--- src/logic/csr_pkg.sv ---
/*
 * machine-mode CSR file definitions
 * data types, CSR addresses, operation codes and mstatus/mcountinhibit fields
 */
package csr_pkg;

  //////////////////////////////////////////////////
  // widths
  //////////////////////////////////////////////////

  localparam int unsigned XLEN       = 32;
  localparam int unsigned CSR_ADDR_W = 12;
  localparam int unsigned CNT_W      = 64; // mcycle / minstret
  localparam int unsigned CAUSE_W    = 6;  // irq flag + 5 bit code

  typedef logic [XLEN-1:0]       xlen_t;      // data word, pc, trap value
  typedef logic [CSR_ADDR_W-1:0] csr_addr_t;
  typedef logic [CNT_W-1:0]      counter_t;
  typedef logic [CAUSE_W-1:0]    exc_cause_t; // [5] irq, [4:0] code

  // csr instruction flavour
  typedef enum logic [1:0] {
    CSR_OP_READ  = 2'b00,
    CSR_OP_WRITE = 2'b01,
    CSR_OP_SET   = 2'b10,
    CSR_OP_CLEAR = 2'b11
  } csr_op_e;

  //////////////////////////////////////////////////
  // implemented addresses
  //////////////////////////////////////////////////

  localparam csr_addr_t CSR_MSTATUS       = 12'h300;
  localparam csr_addr_t CSR_MISA          = 12'h301;
  localparam csr_addr_t CSR_MTVEC         = 12'h305; // read through only
  localparam csr_addr_t CSR_MCOUNTINHIBIT = 12'h320;
  localparam csr_addr_t CSR_MEPC          = 12'h341;
  localparam csr_addr_t CSR_MCAUSE        = 12'h342;
  localparam csr_addr_t CSR_MTVAL         = 12'h343;
  localparam csr_addr_t CSR_MCYCLE        = 12'hB00;
  localparam csr_addr_t CSR_MINSTRET      = 12'hB02;
  localparam csr_addr_t CSR_MCYCLEH       = 12'hB80;
  localparam csr_addr_t CSR_MINSTRETH     = 12'hB82;
  localparam csr_addr_t CSR_MHARTID       = 12'hF14; // read only range

  //////////////////////////////////////////////////
  // fields
  //////////////////////////////////////////////////

  // mstatus bit positions
  localparam int unsigned MSTATUS_MIE_BIT  = 3;
  localparam int unsigned MSTATUS_MPIE_BIT = 7;
  localparam int unsigned MSTATUS_MPP_LSB  = 11; // mpp is [12:11]

  localparam logic [1:0] PRIV_LVL_M = 2'd3; // only machine mode

  // misa, fixed RV32IMC
  localparam xlen_t MISA_VALUE =
      (xlen_t'(1) << 30)  // mxl = 1, 32 bit
    | (xlen_t'(1) << 12)  // M
    | (xlen_t'(1) <<  8)  // I
    | (xlen_t'(1) <<  2); // C

  // counters 3..31 absent, always inhibited
  localparam xlen_t MCOUNTINHIBIT_FORCE = {29'h1FFF_FFFF, 3'b000};

  // bit index inside mcountinhibit
  localparam int unsigned CNT_MCYCLE   = 0;
  localparam int unsigned CNT_MINSTRET = 2;

endpackage
--- src/logic/csr_file_top.sv ---
/*
 * machine-mode CSR file, top level
 * joins the access decoder, trap registers and counters
 */
`timescale 1ns/100ps

module csr_file_top (
  input  logic                clk_i,
  input  logic                rst_ni,
  // hart identity
  input  logic [3:0]          core_id_i,
  input  logic [5:0]          cluster_id_i,
  // csr access port
  input  logic                csr_access_i,
  input  csr_pkg::csr_addr_t  csr_addr_i,
  input  csr_pkg::xlen_t      csr_wdata_i,
  input  csr_pkg::csr_op_e    csr_op_i,
  input  logic                is_decoding_i,
  output csr_pkg::xlen_t      csr_rdata_o,
  output logic                illegal_csr_insn_o,
  // trap interface
  input  csr_pkg::xlen_t      pc_if_i,
  input  csr_pkg::xlen_t      pc_id_i,
  input  logic                csr_save_if_i,
  input  logic                csr_save_id_i,
  input  logic                csr_save_cause_i,
  input  logic                csr_restore_mret_i,
  input  csr_pkg::exc_cause_t csr_mcause_i,
  input  csr_pkg::xlen_t      csr_mtval_i,
  input  csr_pkg::xlen_t      csr_mtvec_i,
  output logic                m_irq_enable_o,
  output csr_pkg::xlen_t      csr_mepc_o,
  // counters
  input  logic                insn_ret_i
);

  csr_pkg::xlen_t      csr_wdata_int;
  logic                mstatus_we, mepc_we, mcause_we, mtval_we;
  logic                mcountinhibit_we;
  logic                mcycle_we, mcycleh_we, minstret_we, minstreth_we;
  logic                mstatus_mie, mstatus_mpie;
  csr_pkg::xlen_t      mepc, mtval, mcountinhibit;
  csr_pkg::exc_cause_t mcause;
  csr_pkg::counter_t   mcycle, minstret;

  //////////////////////////////////////////////////
  // decode
  //////////////////////////////////////////////////

  csr_access_decode i_decode (
    .csr_access_i, .csr_addr_i, .csr_wdata_i, .csr_op_i, .is_decoding_i,
    .core_id_i, .cluster_id_i, .csr_mtvec_i,
    .mstatus_mie_i (mstatus_mie), .mstatus_mpie_i (mstatus_mpie),
    .mepc_i (mepc), .mcause_i (mcause), .mtval_i (mtval),
    .mcycle_i (mcycle), .minstret_i (minstret), .mcountinhibit_i (mcountinhibit),
    .csr_rdata_o, .illegal_csr_insn_o, .csr_wdata_int_o (csr_wdata_int),
    .mstatus_we_o (mstatus_we), .mepc_we_o (mepc_we), .mcause_we_o (mcause_we),
    .mtval_we_o (mtval_we), .mcountinhibit_we_o (mcountinhibit_we),
    .mcycle_we_o (mcycle_we), .mcycleh_we_o (mcycleh_we),
    .minstret_we_o (minstret_we), .minstreth_we_o (minstreth_we)
  );

  //////////////////////////////////////////////////
  // state
  //////////////////////////////////////////////////

  csr_trap_regs i_trap (
    .clk_i, .rst_ni, .csr_wdata_int_i (csr_wdata_int),
    .mstatus_we_i (mstatus_we), .mepc_we_i (mepc_we),
    .mcause_we_i (mcause_we), .mtval_we_i (mtval_we),
    .pc_if_i, .pc_id_i, .csr_save_if_i, .csr_save_id_i,
    .csr_save_cause_i, .csr_restore_mret_i, .csr_mcause_i, .csr_mtval_i,
    .mstatus_mie_o (mstatus_mie), .mstatus_mpie_o (mstatus_mpie),
    .mepc_o (mepc), .mcause_o (mcause), .mtval_o (mtval)
  );

  csr_perf_counters i_counters (
    .clk_i, .rst_ni, .csr_wdata_int_i (csr_wdata_int),
    .mcountinhibit_we_i (mcountinhibit_we),
    .mcycle_we_i (mcycle_we), .mcycleh_we_i (mcycleh_we),
    .minstret_we_i (minstret_we), .minstreth_we_i (minstreth_we),
    .insn_ret_i,
    .mcycle_o (mcycle), .minstret_o (minstret), .mcountinhibit_o (mcountinhibit)
  );

  assign m_irq_enable_o = mstatus_mie; // to the irq controller
  assign csr_mepc_o     = mepc;        // mret target

endmodule

--- src/logic/csr_perf_counters.sv ---
/*
 * machine counters
 * 64 bit mcycle and minstret with mcountinhibit and 32 bit word writes
 */
`timescale 1ns/100ps

module csr_perf_counters (
  input  logic              clk_i,
  input  logic              rst_ni,
  input  csr_pkg::xlen_t    csr_wdata_int_i,
  input  logic              mcountinhibit_we_i,
  input  logic              mcycle_we_i,
  input  logic              mcycleh_we_i,
  input  logic              minstret_we_i,
  input  logic              minstreth_we_i,
  input  logic              insn_ret_i,      // one instr retired
  output csr_pkg::counter_t mcycle_o,
  output csr_pkg::counter_t minstret_o,
  output csr_pkg::xlen_t    mcountinhibit_o  // with absent counters forced
);

  csr_pkg::xlen_t    mcountinhibit_q, mcountinhibit_d;
  csr_pkg::counter_t mcycle_q, mcycle_d;
  csr_pkg::counter_t minstret_q, minstret_d;
  logic              mcycle_inc;
  logic              minstret_inc;

  // increment, then overwrite one word on a csr write
  function automatic csr_pkg::counter_t cnt_next(
    csr_pkg::counter_t cnt,
    logic              inc,
    logic              we_lo,
    logic              we_hi,
    csr_pkg::xlen_t    wdata
  );
    csr_pkg::counter_t nxt;
    nxt = inc ? cnt + 64'd1 : cnt;
    if (we_lo) begin
      nxt[31:0] = wdata;  // high word keeps the carry
    end else if (we_hi) begin
      nxt[63:32] = wdata;
    end
    return nxt;
  endfunction

  //////////////////////////////////////////////////
  // inhibit
  //////////////////////////////////////////////////

  always_comb begin
    mcountinhibit_d    = mcountinhibit_we_i ? csr_wdata_int_i : mcountinhibit_q;
    mcountinhibit_d[1] = 1'b0; // no mtime counter here
  end

  assign mcountinhibit_o = mcountinhibit_q | csr_pkg::MCOUNTINHIBIT_FORCE;

  //////////////////////////////////////////////////
  // counters
  //////////////////////////////////////////////////

  assign mcycle_inc   = ~mcountinhibit_q[csr_pkg::CNT_MCYCLE];
  assign minstret_inc = insn_ret_i & ~mcountinhibit_q[csr_pkg::CNT_MINSTRET];

  assign mcycle_d   = cnt_next(mcycle_q, mcycle_inc, mcycle_we_i, mcycleh_we_i,
                               csr_wdata_int_i);
  assign minstret_d = cnt_next(minstret_q, minstret_inc, minstret_we_i, minstreth_we_i,
                               csr_wdata_int_i);

  always_ff @(posedge clk_i or negedge rst_ni) begin
    if (!rst_ni) begin
      mcountinhibit_q <= '0;
      mcycle_q        <= '0;
      minstret_q      <= '0;
    end else begin
      mcountinhibit_q <= mcountinhibit_d;
      mcycle_q        <= mcycle_d;   // every edge
      minstret_q      <= minstret_d;
    end
  end

  assign mcycle_o   = mcycle_q;
  assign minstret_o = minstret_q;

endmodule

--- src/logic/csr_trap_regs.sv ---
/*
 * machine trap registers
 * mstatus mie/mpie, mepc, mcause, mtval with trap save and MRET restore
 */
`timescale 1ns/100ps

module csr_trap_regs (
  input  logic                clk_i,
  input  logic                rst_ni,
  // csr writes
  input  csr_pkg::xlen_t      csr_wdata_int_i,
  input  logic                mstatus_we_i,
  input  logic                mepc_we_i,
  input  logic                mcause_we_i,
  input  logic                mtval_we_i,
  // trap control
  input  csr_pkg::xlen_t      pc_if_i,
  input  csr_pkg::xlen_t      pc_id_i,
  input  logic                csr_save_if_i,
  input  logic                csr_save_id_i,
  input  logic                csr_save_cause_i,
  input  logic                csr_restore_mret_i,
  input  csr_pkg::exc_cause_t csr_mcause_i,
  input  csr_pkg::xlen_t      csr_mtval_i,
  // register values
  output logic                mstatus_mie_o,
  output logic                mstatus_mpie_o,
  output csr_pkg::xlen_t      mepc_o,
  output csr_pkg::exc_cause_t mcause_o,
  output csr_pkg::xlen_t      mtval_o
);

  logic                mie_q, mie_d;
  logic                mpie_q, mpie_d;
  csr_pkg::xlen_t      mepc_q, mepc_d;
  csr_pkg::exc_cause_t mcause_q, mcause_d;
  csr_pkg::xlen_t      mtval_q, mtval_d;
  csr_pkg::xlen_t      exception_pc;

  // if stage wins, id otherwise
  assign exception_pc = (csr_save_if_i || !csr_save_id_i) ? pc_if_i : pc_id_i;

  //////////////////////////////////////////////////
  // next state
  //////////////////////////////////////////////////

  always_comb begin
    mie_d    = mie_q;
    mpie_d   = mpie_q;
    mepc_d   = mepc_q;
    mcause_d = mcause_q;
    mtval_d  = mtval_q;

    // plain csr writes first
    if (mstatus_we_i) begin
      mie_d  = csr_wdata_int_i[csr_pkg::MSTATUS_MIE_BIT];
      mpie_d = csr_wdata_int_i[csr_pkg::MSTATUS_MPIE_BIT];
    end
    if (mepc_we_i)   mepc_d   = {csr_wdata_int_i[31:1], 1'b0}; // halfword aligned
    if (mcause_we_i) mcause_d = {csr_wdata_int_i[31], csr_wdata_int_i[4:0]};
    if (mtval_we_i)  mtval_d  = csr_wdata_int_i;

    // trap save overrides, mret only without a save
    if (csr_save_cause_i) begin
      mpie_d   = mie_q;
      mie_d    = 1'b0;        // irqs off in handler
      mepc_d   = exception_pc;
      mcause_d = csr_mcause_i;
      mtval_d  = csr_mtval_i;
    end else if (csr_restore_mret_i) begin
      mie_d  = mpie_q;
      mpie_d = 1'b1;
    end
  end

  //////////////////////////////////////////////////
  // registers
  //////////////////////////////////////////////////

  always_ff @(posedge clk_i or negedge rst_ni) begin
    if (!rst_ni) begin
      mie_q    <= 1'b0;
      mpie_q   <= 1'b0;
      mepc_q   <= '0;
      mcause_q <= '0;
      mtval_q  <= '0;
    end else begin
      mie_q    <= mie_d;
      mpie_q   <= mpie_d;
      mepc_q   <= mepc_d;
      mcause_q <= mcause_d;
      mtval_q  <= mtval_d;
    end
  end

  assign mstatus_mie_o  = mie_q;
  assign mstatus_mpie_o = mpie_q;
  assign mepc_o         = mepc_q;
  assign mcause_o       = mcause_q;
  assign mtval_o        = mtval_q;

endmodule

--- src/logic/csr_access_decode.sv ---
/*
 * CSR access decoder
 * read mux, illegal access check, set/clear resolution and write strobes
 */
`timescale 1ns/100ps

module csr_access_decode (
  // request
  input  logic               csr_access_i,
  input  csr_pkg::csr_addr_t csr_addr_i,
  input  csr_pkg::xlen_t     csr_wdata_i,
  input  csr_pkg::csr_op_e   csr_op_i,
  input  logic               is_decoding_i,
  // identity
  input  logic [3:0]         core_id_i,
  input  logic [5:0]         cluster_id_i,
  input  csr_pkg::xlen_t     csr_mtvec_i,
  // trap register values
  input  logic               mstatus_mie_i,
  input  logic               mstatus_mpie_i,
  input  csr_pkg::xlen_t     mepc_i,
  input  csr_pkg::exc_cause_t mcause_i,
  input  csr_pkg::xlen_t     mtval_i,
  // counter values
  input  csr_pkg::counter_t  mcycle_i,
  input  csr_pkg::counter_t  minstret_i,
  input  csr_pkg::xlen_t     mcountinhibit_i,
  // results
  output csr_pkg::xlen_t     csr_rdata_o,
  output logic               illegal_csr_insn_o,
  output csr_pkg::xlen_t     csr_wdata_int_o,
  // write strobes, one hot
  output logic               mstatus_we_o,
  output logic               mepc_we_o,
  output logic               mcause_we_o,
  output logic               mtval_we_o,
  output logic               mcountinhibit_we_o,
  output logic               mcycle_we_o,
  output logic               mcycleh_we_o,
  output logic               minstret_we_o,
  output logic               minstreth_we_o
);

  csr_pkg::xlen_t mstatus_rd; // assembled mstatus word
  logic           csr_wreq;   // op modifies the csr
  logic           csr_we;     // qualified write
  logic           illegal_addr;
  logic           illegal_write;

  //////////////////////////////////////////////////
  // read path
  //////////////////////////////////////////////////

  always_comb begin
    mstatus_rd                                          = '0;
    mstatus_rd[csr_pkg::MSTATUS_MIE_BIT]                = mstatus_mie_i;
    mstatus_rd[csr_pkg::MSTATUS_MPIE_BIT]               = mstatus_mpie_i;
    mstatus_rd[csr_pkg::MSTATUS_MPP_LSB+1 -: 2]         = csr_pkg::PRIV_LVL_M; // mpp fixed
  end

  // read mux, doubles as the implemented-address check
  always_comb begin
    csr_rdata_o  = '0;
    illegal_addr = 1'b0;
    case (csr_addr_i)
      csr_pkg::CSR_MSTATUS:       csr_rdata_o = mstatus_rd;
      csr_pkg::CSR_MISA:          csr_rdata_o = csr_pkg::MISA_VALUE;
      csr_pkg::CSR_MTVEC:         csr_rdata_o = csr_mtvec_i;
      csr_pkg::CSR_MCOUNTINHIBIT: csr_rdata_o = mcountinhibit_i;
      csr_pkg::CSR_MEPC:          csr_rdata_o = mepc_i;
      // irq flag moves up to bit 31
      csr_pkg::CSR_MCAUSE:        csr_rdata_o = {mcause_i[5], 26'b0, mcause_i[4:0]};
      csr_pkg::CSR_MTVAL:         csr_rdata_o = mtval_i;
      csr_pkg::CSR_MCYCLE:        csr_rdata_o = mcycle_i[31:0];
      csr_pkg::CSR_MCYCLEH:       csr_rdata_o = mcycle_i[63:32];
      csr_pkg::CSR_MINSTRET:      csr_rdata_o = minstret_i[31:0];
      csr_pkg::CSR_MINSTRETH:     csr_rdata_o = minstret_i[63:32];
      csr_pkg::CSR_MHARTID:       csr_rdata_o = {21'b0, cluster_id_i, 1'b0, core_id_i};
      default:                    illegal_addr = 1'b1; // not implemented
    endcase
  end

  //////////////////////////////////////////////////
  // write data resolution
  //////////////////////////////////////////////////

  always_comb begin
    csr_wreq        = 1'b1;
    csr_wdata_int_o = csr_wdata_i;
    case (csr_op_i)
      csr_pkg::CSR_OP_WRITE: csr_wdata_int_o = csr_wdata_i;
      csr_pkg::CSR_OP_SET:   csr_wdata_int_o = csr_wdata_i | csr_rdata_o;
      csr_pkg::CSR_OP_CLEAR: csr_wdata_int_o = ~csr_wdata_i & csr_rdata_o;
      csr_pkg::CSR_OP_READ:  csr_wreq = 1'b0; // no side effect
      default:               csr_wreq = 1'b0;
    endcase
  end

  // write only while decoding a real csr access
  assign csr_we = csr_wreq & csr_access_i & is_decoding_i;

  //////////////////////////////////////////////////
  // illegal check
  //////////////////////////////////////////////////

  // [11:10] == 2'b11 marks read-only space
  assign illegal_write      = (csr_addr_i[11:10] == 2'b11) & csr_wreq;
  assign illegal_csr_insn_o = csr_access_i & (illegal_addr | illegal_write);

  //////////////////////////////////////////////////
  // strobes
  //////////////////////////////////////////////////

  always_comb begin
    mstatus_we_o       = 1'b0;
    mepc_we_o          = 1'b0;
    mcause_we_o        = 1'b0;
    mtval_we_o         = 1'b0;
    mcountinhibit_we_o = 1'b0;
    mcycle_we_o        = 1'b0;
    mcycleh_we_o       = 1'b0;
    minstret_we_o      = 1'b0;
    minstreth_we_o     = 1'b0;
    case (csr_addr_i)
      csr_pkg::CSR_MSTATUS:       mstatus_we_o       = csr_we;
      csr_pkg::CSR_MEPC:          mepc_we_o          = csr_we;
      csr_pkg::CSR_MCAUSE:        mcause_we_o        = csr_we;
      csr_pkg::CSR_MTVAL:         mtval_we_o         = csr_we;
      csr_pkg::CSR_MCOUNTINHIBIT: mcountinhibit_we_o = csr_we;
      csr_pkg::CSR_MCYCLE:        mcycle_we_o        = csr_we;
      csr_pkg::CSR_MCYCLEH:       mcycleh_we_o       = csr_we;
      csr_pkg::CSR_MINSTRET:      minstret_we_o      = csr_we;
      csr_pkg::CSR_MINSTRETH:     minstreth_we_o     = csr_we;
      default: ; // read only or absent, misa/mtvec writes dropped
    endcase
  end

endmodule

--- config.mk ---
export PLATFORM = sky130hd
export DESIGN_NAME = csr_file_top
export DESIGN_NICKNAME = d
export VERILOG_FILES = /design/src/logic/csr_pkg.sv /design/src/logic/csr_file_top.sv /design/src/logic/csr_perf_counters.sv /design/src/logic/csr_trap_regs.sv /design/src/logic/csr_access_decode.sv
export SDC_FILE = /design/constraint.sdc
export NUM_CORES = 1
export LEC_CHECK = 0
export BUFFER_PORTS_ARGS = -buffer_cell sky130_fd_sc_hd__buf_2
export CORE_MARGIN = 2
export CORE_UTILIZATION = 30
export CTS_BUF_LIST = sky130_fd_sc_hd__clkbuf_4
export DETAILED_ROUTE_END_ITERATION = 6
export SKIP_LAST_GASP = 1
export SLEW_MARGIN = 10
export SYNTH_ARGS = -nofsm -noshare
export SYNTH_HDL_FRONTEND = slang
export SYNTH_SLANG_ARGS = --single-unit
--- constraint.sdc ---
create_clock -name clk_i -period 3 [get_ports clk_i]
set_input_delay 0 -clock clk_i [delete_from_list [all_inputs] [get_ports clk_i]]
set_output_delay 0 -clock clk_i [all_outputs]
set_load 0.01 [all_outputs]
[Yosys cells after proc, flatten, opt, wreduce, memory -nomap -nowiden]
Cells that the tools add are included.
Widths: inputs -> output; s select.
Storage, ports and cells
  bits in registers: 202
  input port bits: 199
  output and inout port bits: 66
  word-level logic and storage cells: 81
Operators by class
  $add $sub $neg: 2
  eq/ne operators: 16
  multiplexer cells: 34
  bitwise logic cells: 10
  reduce and logical (&&, ||, !) cells: 9
Operators by type and width (number)
  $pmux 32 s12: 1
  $mux 32: 11
  $add 64x1->64 const B: 2
  $mux 64: 2
  $eq 12x10->1 const B: 7
  $pmux 32 s2: 1
  $eq 12x12->1 const B: 5
  $and 32x32->32: 1
  $not 32->32: 1
  $or 32x32->32: 1
  $mux 1: 17
  $mux 6: 2
  $reduce_or 12->1: 1
  $reduce_bool 2->1: 4
  $eq 2x2->1 const B: 3
  $and 1x1->1: 5
  $reduce_bool 3->1: 1
  $logic_not 2->1: 1
  $ne 2x1->1 const B: 1
  $logic_not 1->1: 1
  $logic_or 1x1->1: 1
  $not 1->1: 1
  $or 1x1->1: 1

[Depth between registers and ports, before layout]
  depth after elaboration: 8
  mapped depth: 9
  mapped depth without buffers: 7

[Modules after synthesis]
From an unflattened synthesis, not the netlist that was laid out.
Unflattened totals
  cells, all modules: 1749
  area total of the unflattened synthesis: 15129.5 µm²
By module, submodules not included
  csr_perf_counters: times used 1, cells an instance 967, area each 8094.0 µm², sequential area each 3253.1 µm²
  csr_trap_regs: times used 1, cells an instance 356, area each 3776.1 µm², sequential area each 1801.7 µm²
  csr_access_decode: times used 1, cells an instance 426, area each 3259.4 µm², sequential area each 0.0 µm²

[Least setup slack after synthesis]
Ideal clock, no wire load.
  path type: reg2reg
  from: reg i_counters.mcountinhibit_q[0]
  to: reg i_counters.mcycle_q[53], in the netlist i_counters.mcycle_o[53]
  library setup time: 0.139 ns
  arrival time: 2.235 ns
  required time: 2.861 ns
  setup slack: 0.627 ns
  stages on the path, launching flop included: 10
  path buffers: 3
  clock period less this slack: 2.373 ns
  path through: dfrtp_1 > clkbuf_1 > nand4b_4 > or3_1 > buf_2 > or4_4 > buf_6 > nor4_2 > xnor2_1 > mux2i_1
On the way
  longest elaborated chain between the ends: 3
RTL lines
  from (decl): line csr_perf_counters.sv:22  | csr_pkg::xlen_t mcountinhibit_q, mcountinhibit_d;
  from (signal assigned): line csr_perf_counters.sv:75  | mcountinhibit_q <= mcountinhibit_d;
  $mux 64 *: line csr_perf_counters.sv:37  | nxt = inc ? cnt + 64'd1 : cnt;
  $mux 32: line csr_perf_counters.sv:40  | end else if (we_hi) begin
  $mux 32 *: line csr_perf_counters.sv:38  | if (we_lo) begin
  net i_counters.mcycle_d[53]: line csr_perf_counters.sv:23  | csr_pkg::counter_t mcycle_q, mcycle_d;
  to (signal assigned): line csr_perf_counters.sv:76  | mcycle_q <= mcycle_d;
  to (decl): line csr_perf_counters.sv:23
The timed path passes the listed nets; every way through them passes the cells marked *. The select of a mux whose other input is x is not followed.
A chain may end at the register's enable or synchronous reset.

[Worst setup path after layout]
  from: reg i_counters.minstret_q[37], in the netlist i_counters.minstret_o[37]
  to: reg i_trap.mepc_q[5], in the netlist i_trap.mepc_o[5]
On the way
  longest elaborated chain between the ends: 5
  elaborated cells between the ends (all ways): 6
  those cells by class: mux: 4; bitwise: 2
RTL lines
  from (decl): line csr_perf_counters.sv:24  | csr_pkg::counter_t minstret_q, minstret_d;
  from (signal assigned): line csr_perf_counters.sv:77  | minstret_q <= minstret_d;
  $pmux 32 s12 *: line csr_access_decode.sv:65  | case (csr_addr_i)
  $and 32x32->32 or $or 32x32->32 (tied branches): line csr_access_decode.sv:93, csr_access_decode.sv:92
  $pmux 32 s2 *: line csr_access_decode.sv:90  | case (csr_op_i)
  $mux 32 *: line csr_trap_regs.sv:59  | if (mepc_we_i) mepc_d = {csr_wdata_int_i[31:1], 1'b0};
  $mux 32 *: line csr_trap_regs.sv:64  | if (csr_save_cause_i) begin
  to (signal assigned): line csr_trap_regs.sv:90  | mepc_q <= mepc_d;
  to (decl): line csr_trap_regs.sv:35  | csr_pkg::xlen_t mepc_q, mepc_d;
Mark *: on every way between the ends. The rest lies on a longest branch, timed or not. The select of a mux whose other input is x is not followed.

==> flow_metrics.py <==
metrics = {
    "status": {
        "status": "completed",
    },
    "critical_path": {
        "crit_path_end": "i_trap.mepc_o[5]",
        "critical_path_required_ps": 3640,
        "worstPathMaxFanout": 6,
        "worst_r2r_path_depth": 5,
        "reg2reg_to": "i_trap.mepc_o[5]",
        "r2r-start": "i_counters.minstret_o[37]",
        "r2r_slack_ps": 120,
        "endpoint_kind": "flip-flop",
        "path_class": "flip-flop to flip-flop",
        "startpoint": "i_counters.minstret_o[37]",
        "start_kind": "flip-flop",
        "worstPathArrival_ps": 3520,
    },
    "timing": {
        "slew-limit-headroom_pct": 38.4,
        "tightestPinTransition_ps": 924,
        "rsz0062_at_grt": "no",
        "setup_tns_ps": 0,
        "setup_viol": 0,
        "skew_ps": 80.2,
        "max_clock_freq_mhz": 347,
        "timing.final.crit_period_ps": 2880,
        "slew_viol_final": 0,
        "fin_crit_sh_pct": 96.0,
        "finalHoldViolCount": 0,
    },
    "synth": {
        "async_flop_share_pct": 100,
        "synth_area_leaders": "dfrtp_1 (35%), mux2i_1 (7.5%), a21oi_1 (5.0%), xnor2_1 (3.9%), nor2_1 (3.6%)",
        "ys.flop_type": "dfrtp_1",
        "syn_nets": 1891,
        "ys_seq_area_share_pct": 35.3,
        "syn_area_per_cell_um2": 8.47,
        "synth_edf_count": 0,
        "ys_seq_elements": 202,
        "synth_top_cell_area_share_pct": 35.3,
        "synth_cells": 1690,
        "synth_top_cell_by_area": "dfrtp_1",
        "synth.most_common_cell": "dfrtp_1",
        "yosysWarnings": 0,
        "ys_types": 83,
        "syn-cell-area_mm2": 0.0143,
        "synth_commonest_cells": "dfrtp_1 (202), a21oi_1 (144), nor2_1 (138)",
    },
    "drt": {
        "first_pass_iters": 6,
        "drc_errors": 0,
        "routedWlPerCell_um": 25.0,
        "drt_wl_total_um": 72600,
        "route.vias.total": 17300,
        "drt-vias-per-instance": 5.94,
        "ant_nets": 0,
        "drtIter0Drc": 2022,
    },
    "power": {
        "cellInternalPower_mw": 4.99,
        "power.density_mw_per_mm2": 367,
        "total_leakage_power_nw": 8.84,
        "clock_power_share_pct": 35.4,
        "ir_drop_uv": 159,
        "pwr-share-comb_pct": 21.6,
        "p_seq_share_pct": 43.0,
        "finalPower_mw": 7.40,
        "p_switching_mw": 2.41,
        "switching_share_pct": 32.5,
    },
    "die": {
        "ios": 265,
        "coreArea_mm2": 0.0474,
        "fp.dieH_um": 222,
        "fp.dieArea_mm2": 0.0495,
        "die_w_um": 222,
        "start_util_pct": 30.2,
        "num_rows": 80,
    },
    "grt": {
        "grt_pass1_wl_um": 108000,
        "grt_overflow": 0,
        "grt_max_degree": 92,
        "grt_usage_pct": 28.4,
        "antenna_found_initial": 2,
        "grt_pass1_vias": 16900,
    },
    "clock_tree": {
        "clockBufferDepth": 3,
        "root_buffer": "clkbuf_4",
        "clk_latency_ps": 800,
        "cts.reportedPaths.clkPinSlew_ps": 70,
        "cts_tree": "done",
        "numCtsBuffers": 56,
        "h-tree-depth": 2,
        "clkSinkCount": 202,
    },
    "finish": {
        "post-route-util_pct": 42.5,
        "syn2layout_area_growth_pct": 40.7,
        "layout-drive-gt1-share_pct": 22.2,
        "nFillCells": 4631,
        "nets": 2452,
    },
    "place": {
        "portBuffers": 264,
        "hpwl_um": 52600,
        "gp_congestion": 0.996,
    },
    "run": {
        "cap_violations": 0,
    },
    "worst_hold_path": {
        "hold_path_startpoint": "csr_mtvec_i[26]",
        "hold_class": "input port to flip-flop",
    },
}
## state kept, by name, indices dropped and copies added (netlist names)
register and cells:
i_trap.mstatus_mpie_o 1, i_counters.mcycle_o 64, i_trap.mcause_o 6, i_trap.mtval_o 32, i_trap.mepc_o 32, i_counters.mcountinhibit_q 2
i_trap.mstatus_mie_o 1, i_counters.minstret_o 64
## per-layer routing
layer  up-vias  global-route usage [%]  part of all wire (%)
met2      1162                    45.2                    45
met5         -                       0                     0
met3       252                    6.77                    10
met4         0                    15.1                   5.7
li1       7463                       -                     -
met1      8382                    35.6                    39
## power by group through the flow
| stage | Clock (mW) | Sequential (mW) | Combinational, mW |
|---|---|---|---|
| 2_1_floorplan | 0 | 3.13 | 0.623 |
| 3_3_place_gp | 0 | 3.21 | 1.20 |
| 3_5_place_dp | 0 | 3.21 | 1.21 |
| 4_1_cts | 2.66 | 3.16 | 1.54 |
| 5_1_grt | 2.77 | 3.19 | 1.71 |
| 6_report | 2.62 | 3.18 | 1.60 |
## logic make-up after synthesis
group	count (synthesis)	synth area share [%]
flops	202	35.3
compound gates	426	19.1
simple gates	672	25.7
fa+ha+maj	2	0.175
xor+xnor	105	6.42
buf+inv	160	4.54
mux	123	8.73
## worst min path at each step
stage                               endpoint  slack, ps  cells after the start
2_1_floorplan  i_counters.mcountinhibit_q[0]       -300                      0
3_3_place_gp                i_trap.mepc_o[0]        150                      1
3_5_place_dp                i_trap.mepc_o[0]        150                      1
4_1_cts             i_counters.minstret_o[0]          2                      6
5_1_grt            i_counters.minstret_o[26]         80                      6
6_report           i_counters.minstret_o[26]         70                      6
## cell usage in the layout, fill, tap and decap left out, drive strengths merged, types with 15 or more instances in the layout
cell type and n:
nand4 57, mux2i 108, a22oi 39, nor3 79, a22o 17, clkbuf 82
o21ai 95, buf 370, a21oi 144, mux2 15, and3 58, dlygate4sd3 254
inv 38, and2 37, xor2 42, nor4 40, nand2 121, dfrtp 202
nor2 138, xnor2 63, nand3 66, and4 23
## worst max-delay path: stages, from the launching register on
cell and delay, ps:
dfrtp_1 450, a221o_1 350, a2111oi_1 620, o31a_1 600, o21ai_0 160, dlygate4sd3_1 580
## stage by stage
| step | worst slack (ps) | cell area, um2 | instances | hold WS (ps) |
|---|---|---|---|---|
| final | 120 | 20100 | 2907 | 66.7 |
| after floorplan | 627 | 14300 | 1690 | -296 |
| after detailed placement | 108 | 16900 | 2553 | 146 |
| after global routing | 57.0 | 20100 | 2907 | 84.2 |
| after global placement | 118 | 16900 | 2553 | 148 |
| after CTS | 40.4 | 20100 | 2905 | 2.01 |
## area by class of cell
| class | instances | area (um2) | share of cell area (%) |
|---|---|---|---|
| Multi-Input combinational cell | 1328 | 8710 | 43.2 |
| Clock buffer | 81 | 608 | 3.02 |
| Tap cell | 615 | 769 | 3.82 |
| Timing Repair Buffer | 626 | 4760 | 23.6 |
| Sequential cell | 202 | 5050 | 25.1 |
| Clock inverter | 16 | 92.6 | 0.460 |
| Inverter | 37 | 139 | 0.690 |
| Antenna cell | 2 | 5.00 | 0.0248 |
## what timing repair did
item                                    CTS  global route
endpoints found under the hold margin   404             0
hold buffers                            255             0
endpoints found under the setup margin    0             5
setup buffers                             0             0
resized for setup                         0             3
Note: power is estimated with default switching activity, not from simulation.
